## config.mk

```make
export PLATFORM = sky130hd
export DESIGN_NAME = board_io
export DESIGN_NICKNAME = d
export VERILOG_FILES = /design/src/hdl/bus_pkg.sv /design/src/hdl/board_io.sv
export SDC_FILE = /design/constraint.sdc
export NUM_CORES = 1
export LEC_CHECK = 0
export ABC_CLOCK_PERIOD_IN_PS = 2350
export BUFFER_PORTS_ARGS = -buffer_cell sky130_fd_sc_hd__buf_2
export CAP_MARGIN = 25
export CORE_UTILIZATION = 40
export CTS_CLUSTER_SIZE = 25
export DETAILED_ROUTE_END_ITERATION = 7
export GPL_TIMING_DRIVEN = 1
export PLACE_DENSITY = 0.85
export SYNTH_ARGS = -nofsm -noshare
export SYNTH_HDL_FRONTEND = slang
export SYNTH_SLANG_ARGS = --single-unit
export TNS_END_PERCENT = 5
```

## constraint.sdc

```tcl
create_clock -name i_clk -period 2.35 [get_ports i_clk]
set_input_delay 0.47 -clock i_clk [delete_from_list [all_inputs] [get_ports i_clk]]
set_output_delay 0.47 -clock i_clk [all_outputs]
set_load 0.01 [all_outputs]
```

## src/hdl/bus_pkg.sv

```systemverilog
package bus_pkg;

	////////////////////////////////////////////////////////////////////////////
	// Bus widths
	////////////////////////////////////////////////////////////////////////////

	// Word address and data width of the master bus
	localparam int ADDR_W = 32;
	localparam int DATA_W = 32;

	// External RAM word address, as seen at the chip boundary
	localparam int RAM_AW = 26;
	// On-chip block RAM, 32k words
	localparam int MEM_AW = 15;
	// Register index inside the board I/O block
	localparam int IO_AW  = 3;

	// Board pins
	localparam int SW_W   = 4;
	localparam int LED_W  = 4;

	typedef logic [ADDR_W-1:0] bus_addr_t;
	typedef logic [DATA_W-1:0] bus_data_t;
	typedef logic [RAM_AW-1:0] ram_addr_t;
	typedef logic [MEM_AW-1:0] mem_addr_t;
	typedef logic [IO_AW-1:0]  io_addr_t;
	typedef logic [SW_W-1:0]   sw_t;
	typedef logic [LED_W-1:0]  led_t;

	////////////////////////////////////////////////////////////////////////////
	// Address map
	////////////////////////////////////////////////////////////////////////////

	// One region bit each, highest region wins
	localparam int RAM_SEL_BIT = 26;
	localparam int MEM_SEL_BIT = 15;
	localparam int IO_SEL_BIT  = 8;

	// Board I/O register indices
	// Buttons in [7:4], switches in [3:0], read only
	localparam io_addr_t IO_REG_INPUTS   = 3'd0;
	// LED register, low LED_W bits
	localparam io_addr_t IO_REG_LED      = 3'd1;
	// Last failing bus address, read only
	localparam io_addr_t IO_REG_ERR_ADDR = 3'd2;

endpackage
```

## src/hdl/board_io.sv

```systemverilog
module board_io (
	input  logic                i_clk,
	input  logic                i_reset,
	input  logic                i_stb,
	input  logic                i_we,
	input  bus_pkg::bus_addr_t  i_addr,
	input  bus_pkg::bus_data_t  i_data,
	input  bus_pkg::sw_t        i_sw,
	input  bus_pkg::sw_t        i_btn,
	input  bus_pkg::bus_addr_t  i_err_addr,
	output logic                o_ack,
	output bus_pkg::bus_data_t  o_data,
	output bus_pkg::led_t       o_led
);

	bus_pkg::io_addr_t reg_idx;

	// Register index from the low address bits
	assign reg_idx = i_addr[bus_pkg::IO_AW-1:0];

	////////////////////////////////////////////////////////////////////////////
	// LED register
	////////////////////////////////////////////////////////////////////////////

	// Only the LED register is writable
	always_ff @(posedge i_clk)
	begin
		if (i_reset)
			o_led <= '0;
		else if (i_stb && i_we && (reg_idx == bus_pkg::IO_REG_LED))
			o_led <= i_data[bus_pkg::LED_W-1:0];
	end

	////////////////////////////////////////////////////////////////////////////
	// Read path
	////////////////////////////////////////////////////////////////////////////

	// Registered readback, LED value before any write this cycle
	always_ff @(posedge i_clk)
	begin
		if (i_stb)
		begin
			case (reg_idx)
				bus_pkg::IO_REG_INPUTS:
					// Buttons above switches
					o_data <= bus_pkg::bus_data_t'({i_btn, i_sw});
				bus_pkg::IO_REG_LED:
					o_data <= bus_pkg::bus_data_t'(o_led);
				bus_pkg::IO_REG_ERR_ADDR:
					o_data <= i_err_addr;
				default:
					// Unused indices
					o_data <= '0;
			endcase
		end
	end

	// Single-cycle ack, no stall
	always_ff @(posedge i_clk)
	begin
		if (i_reset)
			o_ack <= 1'b0;
		else
			o_ack <= i_stb;
	end

endmodule

```

* Yosys cells after proc, flatten, opt, wreduce, memory -nomap -nowiden
Cells that the tools add are included.
** Word-level totals
- Flip-flop bits (word level) :: 37
- Word-level logic and storage cells :: 9
** Cells by class
- Equal/unequal tests :: 2
- Muxes and demuxes :: 1
- Reductions and logical operators :: 3
** Operator list (count)
- 32-bit case mux with 3 select lines :: 1
- 3-bit by 1-bit == test with 1-bit output (second input constant) :: 1
- 3-bit by 2-bit == test with 1-bit output (second input constant) :: 1
- 3-bit zero test :: 1
- 1-bit logical AND :: 2

* Longest topological paths before layout
- Depth in word-level cells :: 2
- Mapped depth :: 4

* Least setup slack after synthesis
OpenSTA, ideal clock, no wires.
- Kind :: in2reg
- Start point :: input i_addr[2]
- End point :: register o_data[10] (data pin)
- Setup time :: 0.131 ns
- Arrival time :: 1.107 ns
- Required time :: 2.219 ns
- Setup slack :: 1.112 ns
- Stages :: 4
- Cell sequence :: buf_6 nor3b_4 buf_4 and2_1
** On the way
- Word-level cells in the longest chain between the ends :: 2
- Elaborated cells between the ends (all ways) :: 4
- Classes of those cells :: 2 x eq/ne; 1 x mux; 1 x reduce/logical
** Ends and longest elaborated chain
- from (decl) :: line board_io.sv:6 : input bus_pkg::bus_addr_t i_addr,
- 3-bit by 2-bit == test with 1-bit output, or another cell as far along :: line board_io.sv:43 : case (reg_idx)
- 32-bit case mux with 3 select lines * :: line board_io.sv:43
- to (signal assigned) :: line board_io.sv:46 : o_data <= bus_pkg::bus_data_t'({i_btn, i_sw});
- to (signal assigned) :: line board_io.sv:48 : o_data <= bus_pkg::bus_data_t'(o_led);
- to (signal assigned) :: line board_io.sv:50 : o_data <= i_err_addr;
- to (decl) :: line board_io.sv:12 : output bus_pkg::bus_data_t o_data,
Every way passes the cells marked *; elsewhere a longest branch is shown, timed or not.
A chain may end at the register's enable or synchronous reset.

* Final worst setup path
- Start point :: input i_addr[1]
- End point :: register o_data[22] (data pin)
Same word-level chain as after synthesis.

==> reports/qor.yml <==
die:
  die_w_um: 65.1
  rows: 22
  coreArea_um2: 3740
  io-pin-count: 145
  fp.dieH_um: 65.1
  start_util_pct: 42.5
  die_area_um2: 4230
timing:
  setup-tns-final_ns: 0
  skew_ns: 0.000337
  rsz0062_at_grt: "no"
  whs_ns: 0.429
  finalHoldViolCount: 0
  slew_headroom_pct: 57.2
  drv_slew: 0
  max_freq_mhz: 731
  tightest_slew_ns: 0.641
  setup_viol: 0
  period_needed_ns: 1.37
  finalCritPeriodShare_pct: 58.2
placement:
  post_dp_cell_area_um2: 2050
  gp_congestion: 0.694
  dpl.hpwl_mm: 2.32
  io_buffers: 87
synthesis:
  synth_top_area_share_pct: 60.4
  synth_edf_count: 32
  synth_common_cells: "edfxtp_1, and2_1, mux2i_1, nand2b_1, dfxtp_1"
  syn_avg_cell_area_um2: 14.9
  netlist_top_cells_area: "edfxtp_1, and2_1, mux2i_1"
  ys_async_sr_fraction_pct: 0
  syn_area_um2: 1590
  ys_types: 15
  ys.flop_type: "edfxtp_1"
  seq_area_frac_synth_pct: 66.7
  syn_inst: 107
  yosysWarnings: 0
  synth.most_common_cell: "edfxtp_1"
  synth_nets: 215
  synth.ff_latch_count: 37
  yosys.area.top_type: "edfxtp_1"
finish:
  fillers: 315
  drive_above_1_share_pct: 50.8
  stdcell_area_um2: 2120
  nets: 305
  synthToLayoutAreaGrowth_pct: 33.3
  diodes: 0
clock_network:
  cts-resized-gates: 0
  clock_path_buffers: 2
  htreeDepth: 2
  holdBufCountCts: 0
  cts_tree: "done"
  cts_root_buf: "clkbuf_8"
  cts-buffers-inserted: 5
  insertion_delay_ns: 0.27
  clk_pin_slew_worst_paths_ns: 0.07
  cts_setup_buffers: 0
  cts.sinks: 37
hold_path:
  hold_class: "in -> reg"
power:
  total_power_uw: 1310
  pwr-share-comb_pct: 12.1
  clkPwrFrac_pct: 29.9
  powerDensity_nw_per_um2: 620
  p_leak_uw: 0.000932
  switchingPower_uw: 285
  p_seq_share_pct: 58.0
  intPower_uw: 1030
  sw_frac_of_total_pct: 21.7
  peakVddDrop_uv: 259
global_routing:
  grt_pass1_wl_mm: 4.80
  grt_max_degree: 27
  antenna_found_initial: 0
  track_usage_pct: 15.4
  grt_pass1_vias: 1092
  overflow: 0
route:
  routed_wl_mm: 2.99
  route.detailed.drc: 0
  drt_iter0_markers: 81
  drt-pass1-iter-count: 4
  postRouteAntennaNets: 0
  wl_per_cell_um: 12.2
  vias: 1114
  vias_per_cell: 4.55
worst_setup_path:
  cp-start-kind: "input port"
  worstPathRequired_ns: 2.49
  end_kind: "flip-flop"
  crit_arrival_ns: 1.51
  crit_fanout: 24
  worstSetupPathType: "in -> reg"
status:
  outcome: "complete, no violations"
flow_run:
  maxCapViolCount: 0
cell families (layout without fill, tap and decap cells):
logic type / Yosys count / count (layout) / synth area share (%)
AO/OA/AOI/OAI: 4 / 4 / 2.20
AND/OR/NAND/NOR: 49 / 49 / 20.5
flip-flops: 37 / 37 / 66.7
buffers and inverters: 5 / 95 / 3.07
multiplexers: 12 / 12 / 7.55
final timing paths:
check                                            from                    end  slack, ns  cells after the start
worst max-delay path                        i_addr[1]   o_data[22]$_DFFE_PP_       0.98                      3
worst min-delay path                          i_reset       o_ack$_SDFF_PP0_       0.43                      2
worst max register to register  o_led[1]$_SDFFE_PP0P_    o_data[1]$_DFFE_PP_       1.44                      3
worst min register to register  o_led[0]$_SDFFE_PP0P_  o_led[0]$_SDFFE_PP0P_       0.49                      2
flip-flops by register name, indices dropped and copies added, names as in the netlist:
signal  flops
o_ack       1
o_data     32
o_led       4
final cells by class:
| type | count | area [um2] | share of cell area [%] |
|---|---|---|---|
| repair buffers | 88 | 443 | 20.9 |
| flip-flops and latches | 37 | 1060 | 50.0 |
| multi-input cells | 65 | 482 | 22.7 |
| clock inverters | 1 | 3.75 | 0.177 |
| clock buffers | 6 | 72.6 | 3.42 |
| well taps | 48 | 60.1 | 2.83 |
worst max-delay path, cell delays in order:
cell     delay [ns]
buf_2          0.21
nor3b_4        0.60
and2_1         0.23
layout by cell type (no fill, tap or decap), drive strengths merged:
master	count
dfxtp	5
nor2	1
buf	88
or2	4
and2	24
nor3	4
edfxtp	32
mux2i	12
nand2b	8
clkinv	1
nor2b	2
a21oi	4
clkbuf	6
nor3b	1
nand4b	1
nand2	4
per-stage QoR:
step                setup slack (ns)  instances  util (%)
floorplan                       1.11        107         -
global placement               0.709        238      54.6
detailed placement             0.666        238      54.6
CTS                            0.968        245      56.7
global route                   0.840        245      56.7
finish                         0.981        245      56.7
layer usage:
layer | GRT usage (%) | routed length (um)
met2 | 26.3 | 1380
met3 | 7.04 | 362
met5 | 0 | 0
met1 | 16.9 | 1200
met4 | 4.89 | 40
power groups by stage:
| stage | Combinational [uW] | Sequential, uW | Clock [uW] |
|---|---|---|---|
| after floorplan | 49.1 | 800 | 0 |
| after global placement | 159 | 775 | 0 |
| after detailed placement | 161 | 777 | 0 |
| after CTS | 161 | 763 | 410 |
| after global routing | 175 | 766 | 438 |
| final | 159 | 763 | 393 |
Power figures use the tool's default switching activity.
