`config.mk`:
```
export PLATFORM = sky130hd
export DESIGN_NAME = bus_addr_decode
export DESIGN_NICKNAME = d
export VERILOG_FILES = /design/src/hdl/bus_pkg.sv /design/src/hdl/bus_addr_decode.sv
export SDC_FILE = /design/constraint.sdc
export NUM_CORES = 1
export LEC_CHECK = 0
export BUFFER_PORTS_ARGS = -buffer_cell sky130_fd_sc_hd__buf_2
export CAP_MARGIN = 20
export CORE_MARGIN = 1.5
export CORE_UTILIZATION = 44
export DETAILED_ROUTE_END_ITERATION = 6
export GPL_ROUTABILITY_DRIVEN = 0
export GPL_TIMING_DRIVEN = 0
export PLACE_DENSITY_LB_ADDON = 0.05
export SYNTH_ARGS = -nofsm -noshare
export SYNTH_HDL_FRONTEND = slang
export SYNTH_SLANG_ARGS = --single-unit
```
`constraint.sdc`:
```
create_clock -name i_clk -period 1.95 [get_ports i_clk]
set_clock_uncertainty 0.05 [all_clocks]
set_input_delay 0.0975 -clock i_clk [delete_from_list [all_inputs] [get_ports i_clk]]
set_output_delay 0.0975 -clock i_clk [all_outputs]
set_load 0.02 [all_outputs]
```
`src/hdl/bus_pkg.sv`:
```
package bus_pkg;

	////////////////////////////////////////////////////////////////////////////
	// Bus widths
	////////////////////////////////////////////////////////////////////////////

	// Word address and data width of the master bus
	localparam int ADDR_W = 32;
	localparam int DATA_W = 32;

	// External RAM word address, as seen at the chip boundary
	localparam int RAM_AW = 26;
	// On-chip block RAM, 32k words
	localparam int MEM_AW = 15;
	// Register index inside the board I/O block
	localparam int IO_AW  = 3;

	// Board pins
	localparam int SW_W   = 4;
	localparam int LED_W  = 4;

	typedef logic [ADDR_W-1:0] bus_addr_t;
	typedef logic [DATA_W-1:0] bus_data_t;
	typedef logic [RAM_AW-1:0] ram_addr_t;
	typedef logic [MEM_AW-1:0] mem_addr_t;
	typedef logic [IO_AW-1:0]  io_addr_t;
	typedef logic [SW_W-1:0]   sw_t;
	typedef logic [LED_W-1:0]  led_t;

	////////////////////////////////////////////////////////////////////////////
	// Address map
	////////////////////////////////////////////////////////////////////////////

	// One region bit each, highest region wins
	localparam int RAM_SEL_BIT = 26;
	localparam int MEM_SEL_BIT = 15;
	localparam int IO_SEL_BIT  = 8;

	// Board I/O register indices
	// Buttons in [7:4], switches in [3:0], read only
	localparam io_addr_t IO_REG_INPUTS   = 3'd0;
	// LED register, low LED_W bits
	localparam io_addr_t IO_REG_LED      = 3'd1;
	// Last failing bus address, read only
	localparam io_addr_t IO_REG_ERR_ADDR = 3'd2;

endpackage
```
`src/hdl/bus_addr_decode.sv`:
```
module bus_addr_decode (
	input  logic                i_clk,
	input  logic                i_reset,
	input  logic                i_wb_stb,
	input  bus_pkg::bus_addr_t  i_wb_addr,
	output logic                o_ram_sel,
	output logic                o_ram_stb,
	output logic                o_mem_stb,
	output logic                o_io_stb,
	output logic                o_decode_err,
	output bus_pkg::bus_addr_t  o_sel_addr
);

	logic mem_sel;
	logic io_sel;
	logic none_sel;

	////////////////////////////////////////////////////////////////////////////
	// Region selects
	////////////////////////////////////////////////////////////////////////////

	// External RAM, everything above the RAM bit must be clear
	assign o_ram_sel = i_wb_addr[bus_pkg::RAM_SEL_BIT]
		&& (i_wb_addr[bus_pkg::ADDR_W-1:bus_pkg::RAM_SEL_BIT+1] == '0);

	// Block RAM, upper bits clear (RAM bit included)
	assign mem_sel = i_wb_addr[bus_pkg::MEM_SEL_BIT]
		&& (i_wb_addr[bus_pkg::ADDR_W-1:bus_pkg::MEM_SEL_BIT+1] == '0);

	// Board I/O
	// Only the low IO_AW bits may vary below the I/O bit
	assign io_sel = i_wb_addr[bus_pkg::IO_SEL_BIT]
		&& (i_wb_addr[bus_pkg::ADDR_W-1:bus_pkg::IO_SEL_BIT+1] == '0)
		&& (i_wb_addr[bus_pkg::IO_SEL_BIT-1:bus_pkg::IO_AW] == '0);

	// Holes and stray high bits
	assign none_sel = !o_ram_sel && !mem_sel && !io_sel;

	// Strobes into each slave
	assign o_ram_stb = i_wb_stb && o_ram_sel;
	assign o_mem_stb = i_wb_stb && mem_sel;
	assign o_io_stb  = i_wb_stb && io_sel;

	////////////////////////////////////////////////////////////////////////////
	// Registered error and its address
	////////////////////////////////////////////////////////////////////////////

	// Error one cycle after the offending strobe
	always_ff @(posedge i_clk)
	begin
		if (i_reset)
			o_decode_err <= 1'b0;
		else
			o_decode_err <= i_wb_stb && none_sel;
	end

	// Address of the last strobe, lines up with o_decode_err
	always_ff @(posedge i_clk)
	begin
		if (i_wb_stb)
			o_sel_addr <= i_wb_addr;
	end

endmodule

```
Word-level counts from Yosys, hierarchy flattened --
Cells that the tools add are included.
Storage, ports and cells: word-level logic and storage cells 19, memories kept 0, bits in writable memories 0, bits in latches 0, register bits 33, ROM bits 0
Cells by class: reductions and logical operators 17, shift-type cells 0, $lt $le $gt $ge 0, equal/unequal tests 0, multipliers 0, add/sub/neg operators 0, bitwise gates (word level) 0, div/mod/pow operators 0, mux-type cells 0
Operators by type and width (count):
- 23-bit logical NOT | 1
- 16-bit logical NOT | 1
- 1-bit logical AND | 10
- 5-bit logical NOT | 2
- 1-bit logical NOT | 3

Depth between registers and ports, before layout --
depth in word-level cells 6, mapped depth 3, mapped depth without buffers 3

Worst setup path before layout --
No wires, ideal clock.
path kind input port to output port, start point in i_wb_addr[16], end point out o_io_stb, data required time 1.803 ns, cell stages on the path 3, data arrival time 1.254 ns, path slack 0.548 ns, buffers on the path 0, path through nor4_1 nand3b_2 nor4_1
Between the ends: cells in the longest elaborated chain, start to end 4
RTL lines:
- start: declaration | RTL line bus_addr_decode.sv:5 | input bus_pkg::bus_addr_t i_wb_addr,
- 23-bit logical NOT | RTL line bus_addr_decode.sv:33 | && (i_wb_addr[bus_pkg::ADDR_W-1:bus_pkg::IO_SEL_BIT+1] == '0)
- 1-bit logical AND | RTL line bus_addr_decode.sv:33
- 1-bit logical AND | RTL line bus_addr_decode.sv:34 | && (i_wb_addr[bus_pkg::IO_SEL_BIT-1:bus_pkg::IO_AW] == '0);
- 1-bit logical AND | RTL line bus_addr_decode.sv:42 | assign o_io_stb = i_wb_stb && io_sel;
- end: declaration | RTL line bus_addr_decode.sv:9 | output logic o_io_stb,
Every way passes these cells.

Final worst setup path --
start point in i_wb_addr[27], end point out o_mem_stb
Between the ends: cells in the longest elaborated chain, start to end 3
RTL lines:
- 16-bit logical NOT | RTL line bus_addr_decode.sv:28 | && (i_wb_addr[bus_pkg::ADDR_W-1:bus_pkg::MEM_SEL_BIT+1] == '0);
- 1-bit logical AND | RTL line bus_addr_decode.sv:28
- 1-bit logical AND | RTL line bus_addr_decode.sv:41 | assign o_mem_stb = i_wb_stb && mem_sel;
- end: declaration | RTL line bus_addr_decode.sv:8 | output logic o_mem_stb,
Every way passes these cells.

==> reports/qor.yml <==
placement:
  dp_slack_ps: 392.6
  io_buffers: 71
  placed_area_um2: 1528
power_and_ir_drop:
  power_switching_uw: 352.3
  p_leak_uw: 0.0008543
  ir_drop_mv: 0.6368
  combPwrFrac_pct: 17.2
  switching_share_pct: 24.41
  p_clk_share_pct: 23.9
  power_frac_seq_pct: 58.9
  power.density_nw_per_um2: 744.2
  p_int_uw: 1091
finish:
  final_common_cell: "buf_2"
  antennaDiodeCount: 0
  multi_input_area_um2: 172.7
  mostFrequentLayoutCells: "buf_2 (70), dlygate4sd3_1 (33), edfxtp_1 (32), clkbuf_4 (5)"
  drive_gt1_share_pct: 49.40
  design_area_um2: 1939
  area.sequential_um2: 980.9
  nFillCells: 152
  nets: 200
  area_growth_pct: 70.89
global_routing:
  grt_pass1_wl_um: 3857
  grt_overflow: 0
  grt_pass1_vias: 867
  grt_antenna_before_repair: 0
  grt.total_usage_pct: 20.24
  grt_max_degree: 34
synth:
  syn-cell-area_um2: 1135
  yosysWarnings: 0
  syn_nets: 89
  yosysSeqAreaShare_pct: 86.44
  synth_seq_cells: 33
  synthTopCellsByArea: "edfxtp_1 (85%), nor4_1 (2.2%), nor4_4 (1.9%), dfxtp_1 (1.8%), nor4b_2 (1.3%)"
  syn_avg_cell_area_um2: 21.02
  syn_inst: 54
  yosysTopAreaCellShare_pct: 84.67
  yosysTopAreaCell: "edfxtp_1"
  ys_types: 15
routing:
  ant_nets: 0
  routed-wl-met3_um: 217
  wl_met1_um: 1036
  met2_length_um: 1463
  detail_route.vias_per_cell: 4.699
  drc: 0
  wirelength_um: 2754
  drt_iter0_drc: 21
  top_layer: "met4"
  wl_per_cell_um: 14.05
  dr.pass1.iters: 4
  vias: 921
timing:
  fin_ws_ps: 14.32
  min_period_ps: 1936
  whs_ps: 314.0
  slew_headroom_pct: 53.17
  setup_viol: 0
  fmax_ghz: 0.5166
  hold_violations: 0
  min_period_over_period_pct: 99.27
  worst_pin_slew_ps: 702.4
  drv_slew: 0
  tns_ps: 0
critical_path:
  worstSetupEndpointType: "output pin"
  path_max_fanout: 3
  critPathArrivalTime_ps: 1790
  cp.required_ps: 1800
  crit_path_start_kind: "input pin"
  critical_path_class: "input pin to output pin"
  crit_top_cell: "buf_2"
  cpPeakStageDelay_ps: 560
  path_buf_inv: 3
  cpMaxStageDelayCell: "dlygate4sd3_1"
  worstPathCellList: "dlygate4sd3_1, buf_2, nor4_4, nand3b_4, nor4_1, buf_2"
  crit_family: "buffers and inverters"
clock_network:
  cts_sinks: 33
  clk_pin_slew_ps: 90
  tritoncts: "done"
  numCtsBuffers: 5
  cts_buffer_depth: 2
  cts_setup_buffers: 0
  htreeDepth: 2
  clockRootBuffer: "clkbuf_4"
hold_path:
  hold_path.class: "input pin to flip-flop"
floorplan:
  die_area_um2: 2893
  pin_count: 72
  start_util_pct: 46.23
  row_count: 18
  core_um2: 2455
  die_y_um: 53.79
  die_w_um: 53.79
run_status:
  status: "complete, no violations"
job:
  drv_cap: 0
## flip-flops by register name, summed over array words and instances (netlist names)
signal and cells:
o_sel_addr 32, o_decode_err 1
## final cells by class
| class | count | share of cell area [%] |
|---|---|---|
| clock buffers | 8 | 2.516 |
| well taps | 30 | 1.935 |
| flip-flops and latches | 33 | 50.58 |
| inverters | 3 | 0.5806 |
| multi-input cells | 18 | 8.903 |
| repair buffers | 104 | 35.48 |
## per-stage QoR
step | power [µW] | std cells | util (%)
after floorplan | 952.9 | 54 | -
after global placement | 1057 | 155 | 62.23
after detailed placement | 1060 | 155 | 62.23
after CTS | 1448 | 196 | 77.68
after global routing | 1503 | 196 | 79.00
final | 1443 | 196 | 79.00
## power groups by stage
stage | Combinational (µW) | Clock, µW | Sequential [µW]
floorplan | 11.0 | 0 | 942
global placement | 193 | 0 | 865
detailed placement | 194 | 0 | 866
CTS | 245 | 353 | 850
global route | 266 | 380 | 857
finish | 249 | 345 | 850
## kinds of logic (layout without fill, tap and decap cells)
kind of cell           count (synthesis)  after routing  share of synthesized area [%]
and+or+nand+nor                       16             16                          10.91
buffers and inverters                  3            115                         0.9922
AOI/OAI and AO/OA                      2              2                          1.654
DFF                                   33             33                          86.44
## worst paths after layout
check / to / slack, ps / depth (start not counted) / startpoint
worst max-delay path: o_mem_stb / 10 / 6 / i_wb_addr[27]
worst min-delay path: o_sel_addr[23]$_DFFE_PP_ / 310 / 1 / i_wb_stb
## cells in the mapped netlist
master	instances
nor2_1	3
nand2_1	1
nor4_4	1
edfxtp_1	32
nor4b_2	1
nand3b_2	1
nand4_1	1
nor4_2	1
nor3_1	2
nor4_1	4
inv_1	3
o311a_1	1
nand3b_1	1
dfxtp_1	1
a41oi_1	1
## routing by layer
| layer | track usage (%) | vias to the layer above |
|---|---|---|
| li1 | - | 442 |
| met1 | 23.92 | 425 |
| met2 | 32.52 | 50 |
| met3 | 6.389 | 4 |
| met4 | 11.54 | 0 |
| met5 | 0 | - |
## what timing repair did
action / 4_1_cts / 5_1_grt
hold endpoints to repair: 33 / 0
resized for setup: 0 / 5
hold buffers: 33 / 0
endpoints found under the setup margin: 0 / 1
Note: power is estimated with default switching activity, not from simulation.
