## src/hdl/bus_pkg.sv

```systemverilog
package bus_pkg;

	////////////////////////////////////////////////////////////////////////////
	// Bus widths
	////////////////////////////////////////////////////////////////////////////

	// Word address and data width of the master bus
	localparam int ADDR_W = 32;
	localparam int DATA_W = 32;

	// External RAM word address, as seen at the chip boundary
	localparam int RAM_AW = 26;
	// On-chip block RAM, 32k words
	localparam int MEM_AW = 15;
	// Register index inside the board I/O block
	localparam int IO_AW  = 3;

	// Board pins
	localparam int SW_W   = 4;
	localparam int LED_W  = 4;

	typedef logic [ADDR_W-1:0] bus_addr_t;
	typedef logic [DATA_W-1:0] bus_data_t;
	typedef logic [RAM_AW-1:0] ram_addr_t;
	typedef logic [MEM_AW-1:0] mem_addr_t;
	typedef logic [IO_AW-1:0]  io_addr_t;
	typedef logic [SW_W-1:0]   sw_t;
	typedef logic [LED_W-1:0]  led_t;

	////////////////////////////////////////////////////////////////////////////
	// Address map
	////////////////////////////////////////////////////////////////////////////

	// One region bit each, highest region wins
	localparam int RAM_SEL_BIT = 26;
	localparam int MEM_SEL_BIT = 15;
	localparam int IO_SEL_BIT  = 8;

	// Board I/O register indices
	// Buttons in [7:4], switches in [3:0], read only
	localparam io_addr_t IO_REG_INPUTS   = 3'd0;
	// LED register, low LED_W bits
	localparam io_addr_t IO_REG_LED      = 3'd1;
	// Last failing bus address, read only
	localparam io_addr_t IO_REG_ERR_ADDR = 3'd2;

endpackage
```

## src/hdl/bus_return.sv

```systemverilog
module bus_return (
	input  logic                i_clk,
	input  logic                i_reset,
	input  logic                i_wb_cyc,
	input  logic                i_ram_sel,
	input  logic                i_mem_ack,
	input  bus_pkg::bus_data_t  i_mem_data,
	input  logic                i_io_ack,
	input  bus_pkg::bus_data_t  i_io_data,
	input  logic                i_ram_ack,
	input  logic                i_ram_stall,
	input  bus_pkg::bus_data_t  i_ram_rdata,
	input  logic                i_ram_err,
	input  logic                i_decode_err,
	input  bus_pkg::bus_addr_t  i_sel_addr,
	output logic                o_wb_ack,
	output logic                o_wb_stall,
	output logic                o_wb_err,
	output bus_pkg::bus_data_t  o_wb_idata,
	output bus_pkg::bus_addr_t  o_err_addr
);

	// Slow group, one register behind board_io
	logic               slow_ack;
	bus_pkg::bus_data_t slow_data;

	// Fast group acks
	logic [2:0] ack_list;
	logic       many_ack;

	////////////////////////////////////////////////////////////////////////////
	// Slow group
	////////////////////////////////////////////////////////////////////////////

	always_ff @(posedge i_clk)
	begin
		if (i_reset)
			slow_ack <= 1'b0;
		else
			slow_ack <= i_wb_cyc && i_io_ack;
	end

	// Only board_io lives here for now
	always_ff @(posedge i_clk)
	begin
		if (i_io_ack)
			slow_data <= i_io_data;
	end

	////////////////////////////////////////////////////////////////////////////
	// Fast group
	////////////////////////////////////////////////////////////////////////////

	assign ack_list = {i_ram_ack, i_mem_ack, slow_ack};

	always_ff @(posedge i_clk)
	begin
		if (i_reset)
			o_wb_ack <= 1'b0;
		else
			o_wb_ack <= i_wb_cyc && (|ack_list);
	end

	// Return data mux, RAM first
	always_ff @(posedge i_clk)
	begin
		if (i_ram_ack)
			o_wb_idata <= i_ram_rdata;
		else if (i_mem_ack)
			o_wb_idata <= i_mem_data;
		else
			o_wb_idata <= slow_data;
	end

	// Any two acks at once
	always_ff @(posedge i_clk)
	begin
		if (i_reset)
			many_ack <= 1'b0;
		else
			many_ack <= (ack_list[2] && ack_list[1])
				|| (ack_list[2] && ack_list[0])
				|| (ack_list[1] && ack_list[0]);
	end

	////////////////////////////////////////////////////////////////////////////
	// Stall, error and error address
	////////////////////////////////////////////////////////////////////////////

	// Only the external RAM pushes back; must stay combinational
	assign o_wb_stall = i_wb_cyc && i_ram_sel && i_ram_stall;

	// Decode error and many_ack are already a cycle late, RAM error is not
	assign o_wb_err = i_wb_cyc && (i_decode_err || many_ack || i_ram_err);

	// Exact for decode errors, nearby for the others
	always_ff @(posedge i_clk)
	begin
		if (i_reset)
			o_err_addr <= '0;
		else if (o_wb_err)
			o_err_addr <= i_sel_addr;
	end

endmodule

```

## config.mk

```make
export PLATFORM = sky130hd
export DESIGN_NAME = bus_return
export DESIGN_NICKNAME = d
export VERILOG_FILES = /design/src/hdl/bus_pkg.sv /design/src/hdl/bus_return.sv
export SDC_FILE = /design/constraint.sdc
export NUM_CORES = 1
export LEC_CHECK = 0
export ABC_AREA = 0
export BUFFER_PORTS_ARGS = -buffer_cell sky130_fd_sc_hd__buf_2
export CORE_MARGIN = 10
export CORE_UTILIZATION = 45
export DETAILED_ROUTE_END_ITERATION = 10
export PLACE_DENSITY_LB_ADDON = 0.1
export SYNTH_ARGS = -nofsm -noshare
export SYNTH_HDL_FRONTEND = slang
export SYNTH_SLANG_ARGS = --single-unit
```

## constraint.sdc

```tcl
create_clock -name i_clk -period 1.3 [get_ports i_clk]
set_input_delay 0.26 -clock i_clk [delete_from_list [all_inputs] [get_ports i_clk]]
set_output_delay 0.26 -clock i_clk [all_outputs]
set_load 0.02 [all_outputs]
```

=== Word-level counts from Yosys, hierarchy flattened ===
Index checks and enable logic that the tools add are counted.

* Bits in registers: 99
* Bits of input ports: 138
* Output and inout port bits: 67
* Word-level logic and storage cells: 21

* Mux-type cells: 2
* Reduce and logical (&&, ||, !) cells: 13

{| class="wikitable"
|+ Operators by type and width
! kind !! number
|-
| 32-bit two-way mux || 2
|-
| 1-bit logical AND || 8
|-
| 1-bit logical OR || 4
|-
| 3-bit OR reduction || 1
|}

=== Depth between registers and ports, before layout ===
Gate-level depths: netlist (run 1).

* Word-level depth: 3
* Mapped depth: 4
* Mapped depth without buffers: 2

=== Worst setup path after synthesis (run 1) ===
Ideal clock, no wire load.

* Kind: reg2out
* Start: register many_ack
* End: output o_wb_err
* Data arrival time: 856 ps
* Data required time: 1040 ps
* Path slack: 184 ps
* Cell stages (with the launch flop): 4
* Path buffers: 2
* Cell sequence: dfxtp_1 -> o31a_1 -> buf_6 -> buf_12

* Cells in the longest elaborated chain, start to end: 3

{| class="wikitable"
|+ RTL lines
! what !! RTL line !! source
|-
| start: declaration || bus_return.sv:29 || <nowiki>logic many_ack;</nowiki>
|-
| start signal: assignment || bus_return.sv:81 || <nowiki>many_ack <= (ack_list[2] && ack_list[1])</nowiki>
|-
| 1-bit logical OR (2 in a row) || bus_return.sv:94 || <nowiki>assign o_wb_err = i_wb_cyc && (i_decode_err || many_ack || i_ram_err);</nowiki>
|-
| 1-bit logical AND || bus_return.sv:94 ||
|-
| end: declaration || bus_return.sv:18 || <nowiki>output logic o_wb_err,</nowiki>
|}

Every way passes these cells.

=== Worst setup path in the final report (run 1) ===
Ends and elaborated chain as after synthesis.

==> out/metrics.cfg, run 1 <==
[clocking]
ctsHtreeMaxLevel=3
cts.sinks=99
numCtsBuffers=9
clk_pin_slew_ns=0.09
root_buffer=clkbuf_8
cts_tree=yes
insertion_delay_ns=0.34
cts.path.max_buffers=2

[worst_setup_path]
cpMaxStageDelayCell=dfxtp_1
cp-start-kind=flop
crit_path_end_kind=output port
crit_type=reg2out
r2r_slack_ns=0.10
timing.rr.end=o_err_addr[4]
path_cells=o31a_2, buf_6
crit_arrival_ns=1.08
reg2reg_depth=4
r2r-start=many_ack
crit_fanout=2
required_ns=1.04
slowest_delay_ns=0.31

[synthesis]
synthMuxAreaShare_pct=16.7
synth_top_family_by_area=multiplexers
synth.avg_cell_area_sq_um=11.9
ys_seq_area_share_pct=60.1
syn_area_sq_um=3830
synthTopCellsByArea=dfxtp_1, edfxtp_1, mux2i_1
synthXorXnorAreaFrac_pct=0
syn_inst=321
synth_seq_cells=99
synth_area_leader_cell=dfxtp_1
synth_fa_ha_area_share_pct=0
synth_simple_gate_area_share_pct=14.4
ys_warn_count=0
yosysUniqueCellTypes=17
syn_nets=459
netlist.area_leader.share_pct=35.0
synth-compound-area-share_pct=4.67

[routing]
wl_per_cell_microns=16.3
totalWireLength_mm=10.3
vias=2954
vias_per_cell=4.66
ant_nets=0
drtPass1Iterations=4
drc=0
drt_iter0_markers=178

[timing]
fin_ws_ns=-0.0384
hold_ws_ns=0.0863
hold_viol_final=0
fin_crit_ns=1.34
finClkSkew_ns=0.00636
max_slew_margin_pct=83.5
timing.final.max_slew_violations=0
rsz0062_at_grt=yes
tns_ns=-0.0384
max_freq_mhz=747
finalSetupViolCount=1
worstMarginPinSlew_ns=0.247
fin_crit_sh_pct=103

[place]
hpwl_mm=7.99
place.port_buffers=204
gp_congestion=0.750

[grt]
overflow=0
grt_max_degree=68
grt_antenna_before_repair=5
grt_pass1_wl_mm=15.8
grt_use_total_pct=15.5
grt_pass1_vias=3010

[cells_and_area]
syn2layout_area_growth_pct=35.0
utilization_pct=62.6
fillers=717
layout-drive-gt1-share_pct=43.2
num-nets-final=660

[power]
total_power_mw=6.47
peakVddDrop_v=0.000572
leakagePower_nw=2.49
p_per_area_nw_per_um2=1250

[min_path]
min_path_type=in2reg
hold_depth=1
holdPathEnd=slow_data[28]
holdCritStartpoint=i_io_data[28]

[floorplan]
die_h_microns=112
start_util_pct=46.4
fp.dieW_microns=112
core-area_sq_um=8260
io_pins=205
row_count=33
die-area_sq_um=12600

[job]
maxCapViolCount=0

[outcome]
violations=negative setup slack
status=finished with violations

cells by family (layout without fill, tap and decap cells):
| kind of cell | Yosys count | in the layout |
|---|---|---|
| compound gates | 35 | 35 |
| flops | 99 | 99 |
| buf+inv | 22 | 227 |
| simple gates | 101 | 101 |
| other cells | 0 | 3 |
| mux | 64 | 64 |
state kept, by name, indices dropped and copies added (netlist names):
| name | cells |
|---|---|
| o_err_addr | 32 |
| slow_data | 32 |
| many_ack | 1 |
| o_wb_idata | 32 |
| slow_ack | 1 |
| o_wb_ack | 1 |
Yosys cell counts (all sizes together):
cell / count
a21oi: 1
and3: 1
and3b: 1
nor3: 1
clkbuf: 11
nand2: 33
o21ai: 33
nand2b: 64
nor3b: 1
o31a: 1
dfxtp: 67
edfxtp: 32
mux2i: 64
buf: 11
worst max-delay path by stage:
stage	startpoint	endpoint	slack, ns	depth (start not counted)
global placement	i_decode_err	o_err_addr[11]	0.13	4
global route	many_ack	o_wb_err	-0.09	2
detailed placement	i_decode_err	o_err_addr[7]	0.11	4
finish	many_ack	o_wb_err	-0.04	2
floorplan	many_ack	o_wb_err	0.18	3
CTS	many_ack	o_wb_err	-0.06	2
routing by layer:
metal	global-route usage [%]	share of wire (%)
met5	0	0.18
met4	5.50	1.2
met3	6.98	10
met2	25.3	48
met1	17.5	40
repair_timing:
action | 4_1_cts | 5_1_grt
pin swaps | 1 | 0
resized for setup | 2 | 0
setup endpoints to repair | 1 | 1
hold buffers | 0 | 0
buffers inserted | 1 | 0
through the flow:
stage	area (sq um)	setup slack (ns)	cells
after floorplan	3830	0.184	321
after global placement	4950	0.131	615
after detailed placement	4950	0.110	615
after CTS	5160	-0.0641	631
after global routing	5160	-0.0871	633
final	5170	-0.0384	634
critical path, delay by kind of cell (launching register included):
family / cells / cell delay (ns)
buffers and inverters: 1 / 0.14
AO/OA/AOI/OAI: 1 / 0.29
flip-flops: 1 / 0.31
area by class of cell:
type	count	area (sq um)	share of cell area [%]
clock buffers	10	138	2.66
well taps	105	131	2.54
repair buffers	212	1160	22.5
clock inverters	5	53.8	1.04
diodes	3	7.51	0.145
flip-flops and latches	99	2300	44.6
multi-input cells	200	1370	26.6
where the power goes:
group,switching [mW],internal (mW)
combinational,0.558,0.473
clock,1.00,0.923
sequential,0.0729,3.44
cell usage in the layout, fill, tap and decap left out, types with 2 or more instances in the layout:
| master | n |
|---|---|
| buf_12 | 6 |
| buf_2 | 203 |
| buf_4 | 2 |
| clkbuf_8 | 10 |
| clkinvlp_4 | 2 |
| dfxtp_1 | 67 |
| diode_2 | 3 |
| edfxtp_1 | 32 |
| mux2i_1 | 64 |
| nand2_1 | 33 |
| nand2b_1 | 64 |
| o21ai_0 | 33 |
(Power assumes the default switching activity.)
==> inputs of run 2 (changes only) <==
--- a/config.mk
+++ b/config.mk
@@ -5,7 +5,7 @@
 export SDC_FILE = /design/constraint.sdc
 export NUM_CORES = 1
 export LEC_CHECK = 0
-export ABC_AREA = 0
+export ABC_AREA = 1
 export BUFFER_PORTS_ARGS = -buffer_cell sky130_fd_sc_hd__buf_2
 export CORE_MARGIN = 10
 export CORE_UTILIZATION = 45
==> out/metrics.cfg, run 2 <==
[synthesis]
synth_edf_count=32  ; unchanged
synth_area_leader_cell=dfxtp_1  ; unchanged
ys.flop_type=dfxtp_1  ; unchanged
async_reset_ff_share_pct=0  ; unchanged
synth.avg_cell_area_sq_um=8.89  ; was 11.9 sq um
ys_warn_count=0  ; unchanged
syn_nets=571  ; was 459
yosysMostFrequentCell=a21oi_1  ; was dfxtp_1
yosysUniqueCellTypes=18  ; was 17
syn_area_sq_um=3850  ; was 3830 sq um
synthTopCellsByCount=a21oi_1, dfxtp_1, nor2_1  ; was dfxtp_1, mux2i_1, nand2b_1
synthTopCellsByArea=dfxtp_1, edfxtp_1, a21oi_1  ; was dfxtp_1, edfxtp_1, mux2i_1
synth_seq_cells=99  ; unchanged
ys_seq_area_share_pct=59.8  ; was 60.1%
syn_inst=433  ; was 321
netlist.area_leader.share_pct=34.9  ; was 35.0%

[cells_and_area]
layout_commonest_cell=buf_2  ; unchanged
num-nets-final=773  ; was 660
syn2layout_area_growth_pct=36.5  ; was 35.0%
mostFrequentLayoutCells=buf_2, a21oi_1, nor2_1, dfxtp_1, nand2_1  ; was buf_2, dfxtp_1, mux2i_1, nand2b_1
stdcell_count=745  ; was 634
fillers=738  ; was 717
layout-drive-gt1-share_pct=38.4  ; was 43.2%
final_area_sq_um=5250  ; was 5170 sq um
diodes=0  ; was 3
reg_top3=o_err_addr: 32 flops, o_wb_idata: 32 flops, slow_data: 32 flops  ; unchanged

[worst_setup_path]
crit_arrival_ns=1.00  ; was 1.08 ns
critPathLaunch=many_ack  ; unchanged
crit_fanout=2  ; unchanged
crit_path_end_kind=output port  ; unchanged
required_ns=1.04  ; about the same
r2r-start=many_ack  ; unchanged
setup.worst_path.end=o_wb_err  ; unchanged
crit_type=reg2out  ; unchanged
timing.rr.end=o_err_addr[12]  ; was o_err_addr[4]
r2r_slack_ns=0.13  ; was 0.10 ns
cp-start-kind=flop  ; unchanged
reg2reg_depth=6  ; was 4

[timing]
hold_viol_final=0  ; unchanged
fin_ws_ns=0.0405  ; was -0.0384 ns
max_slew_margin_pct=80.6  ; was 83.5%
max_freq_mhz=794  ; was 747 MHz
finClkSkew_ns=0.0101  ; was 0.00636 ns
rsz0062_at_grt=yes  ; unchanged
fin_crit_ns=1.26  ; was 1.34 ns
finalSetupViolCount=0  ; was 1
timing.final.max_slew_violations=0  ; unchanged
tns_ns=0  ; was -0.0384 ns
fin_crit_sh_pct=96.9  ; was 103%
worstMarginPinSlew_ns=0.290  ; was 0.247 ns

[place]
place_inst=728  ; was 615
placed_area_sq_um=5010  ; was 4950 sq um
hpwl_mm=8.92  ; was 7.99 mm
pre_cts_ws_ns=0.132  ; was 0.110 ns
gp_congestion=0.857  ; was 0.750
place.port_buffers=204  ; unchanged

[routing]
route.met2.wl_mm=5.52  ; was 5.01 mm
wl_met3_mm=1.20  ; was 1.05 mm
vias_per_cell=4.80  ; was 4.66
ant_nets=0  ; unchanged
drc=0  ; unchanged
wl_met1_mm=4.75  ; was 4.13 mm
wl_per_cell_microns=15.6  ; was 16.3 microns
vias=3577  ; was 2954
top_layer=met4  ; was met5
drt_iter0_markers=164  ; was 178
totalWireLength_mm=11.6  ; was 10.3 mm
drtPass1Iterations=4  ; unchanged

[clocking]
root_buffer=clkbuf_8  ; unchanged
insertion_delay_ns=0.35  ; was 0.34 ns
holdBufCountCts=0  ; unchanged
cts.sinks=99  ; unchanged
ctsHtreeMaxLevel=3  ; unchanged
cts.path.max_buffers=2  ; unchanged
numCtsBuffers=9  ; unchanged
cts_tree=yes  ; unchanged
clk_pin_slew_ns=0.10  ; was 0.09 ns

[power]
p_comb_share_pct=17.3  ; was 15.9%
leakagePower_nw=2.66  ; was 2.49 nW
p_sw_share_pct=26.5  ; was 25.3%
peakVddDrop_v=0.000694  ; was 0.000572 V
p_seq_share_pct=51.5  ; was 54.3%
power.switching_mw=1.82  ; was 1.63 mW
p_int_mw=5.04  ; was 4.83 mW
pwr-share-clk_pct=31.1  ; was 29.8%
p_per_area_nw_per_um2=1310  ; was 1250 nW/um^2

[floorplan]
row_count=33  ; unchanged
fp.dieW_microns=112  ; about the same
start_util_pct=46.6  ; was 46.4%
core-area_sq_um=8260  ; unchanged
die-area_sq_um=12700  ; was 12600 sq um
die_h_microns=112  ; about the same
io_pins=205  ; unchanged

[grt]
grt_max_degree=34  ; was 68
grt_pass1_wl_mm=18.1  ; was 15.8 mm
grt_use_total_pct=17.3  ; was 15.5%
grt_pass1_vias=3562  ; was 3010
overflow=0  ; unchanged
grt_antenna_before_repair=0  ; was 5

[outcome]
status=finished clean  ; was finished with violations

[job]
maxCapViolCount=0  ; unchanged

[min_path]
min_path_type=in2reg  ; unchanged

-- run 2: cell types whose count changed in the layout (fill, tap and decap cells not counted), sizes merged, moves of 9 or more --
cell	delta
nand3	+32
buf	+9
a21oi	+97
nor2	+67
o21ai	-32
nand2b	-64
nand2	+33
mux2i	-64
inv	+38
-- run 2: how the worst min path moves through the flow --
stage                  startpoint             to  slack [ns]  cells past startpoint
finish              i_io_data[17]  slow_data[17]        0.08                      1
global route         i_io_data[7]   slow_data[7]        0.05                      1
CTS                  i_io_data[7]   slow_data[7]        0.06                      1
detailed placement  i_io_data[28]  slow_data[28]        0.44                      1
global placement    i_io_data[28]  slow_data[28]        0.44                      1
floorplan                 i_reset       slow_ack        0.33                      1
-- run 2: critical path: stages (launching register included) --
cell and delay (ns):
dfxtp_2 0.36, nor2_4 0.04, a21oi_2 0.12, buf_6 0.13
-- run 2: area by class of cell --
cell class / count / area [sq um] / share of cell area [%]
Sequential cell: 99 / 2300 / 43.9
Timing Repair Buffer: 221 / 1240 / 23.7
Clock buffer: 11 / 131 / 2.50
Tap cell: 105 / 131 / 2.50
Inverter: 37 / 139 / 2.64
Multi-Input combinational cell: 267 / 1220 / 23.2
Clock inverter: 5 / 85.1 / 1.62
-- run 2: kinds of logic (layout without fill, tap and decap cells) --
family / after synthesis / in the layout / share of synthesized area [%]
AOI/OAI and AO/OA: 99 / 99 / 12.9
buffers and inverters: 67 / 274 / 8.71
DFF: 99 / 99 / 59.8
and+or+nand+nor: 168 / 168 / 18.6
-- run 2: power by group through the flow --
stage,clock network (mW),registers (mW),logic (mW)
finish,2.13,3.53,1.19
global route,2.33,3.56,1.31
CTS,2.20,3.53,1.20
detailed placement,0,3.60,1.19
global placement,0,3.60,1.17
floorplan,0,3.82,0.437
-- run 2: what timing repair did --
action | in CTS | in global routing
setup endpoints to repair | 1 | 1
setup buffers | 1 | 0
pin swaps | 1 | 0
endpoints found under the hold margin | 0 | 0
gates cloned | 0 | 0
gates resized for setup | 2 | 3
-- run 2: stage by stage --
step                      util [%]  total power, mW  hold WS [ns]
after detailed placement      60.7             4.80         0.438
after global placement        60.7             4.77         0.437
final                         63.6             6.86        0.0761
after CTS                     63.5             6.93        0.0557
after floorplan                  -             4.26         0.332
after global routing          63.6             7.20        0.0513
-- run 2: layer usage --
layer / up-vias / GRT usage, %
met5: - / 0
met4: 0 / 4.99
met3: 12 / 7.24
met2: 142 / 28.2
met1: 1606 / 20.5
li1: 1817 / -
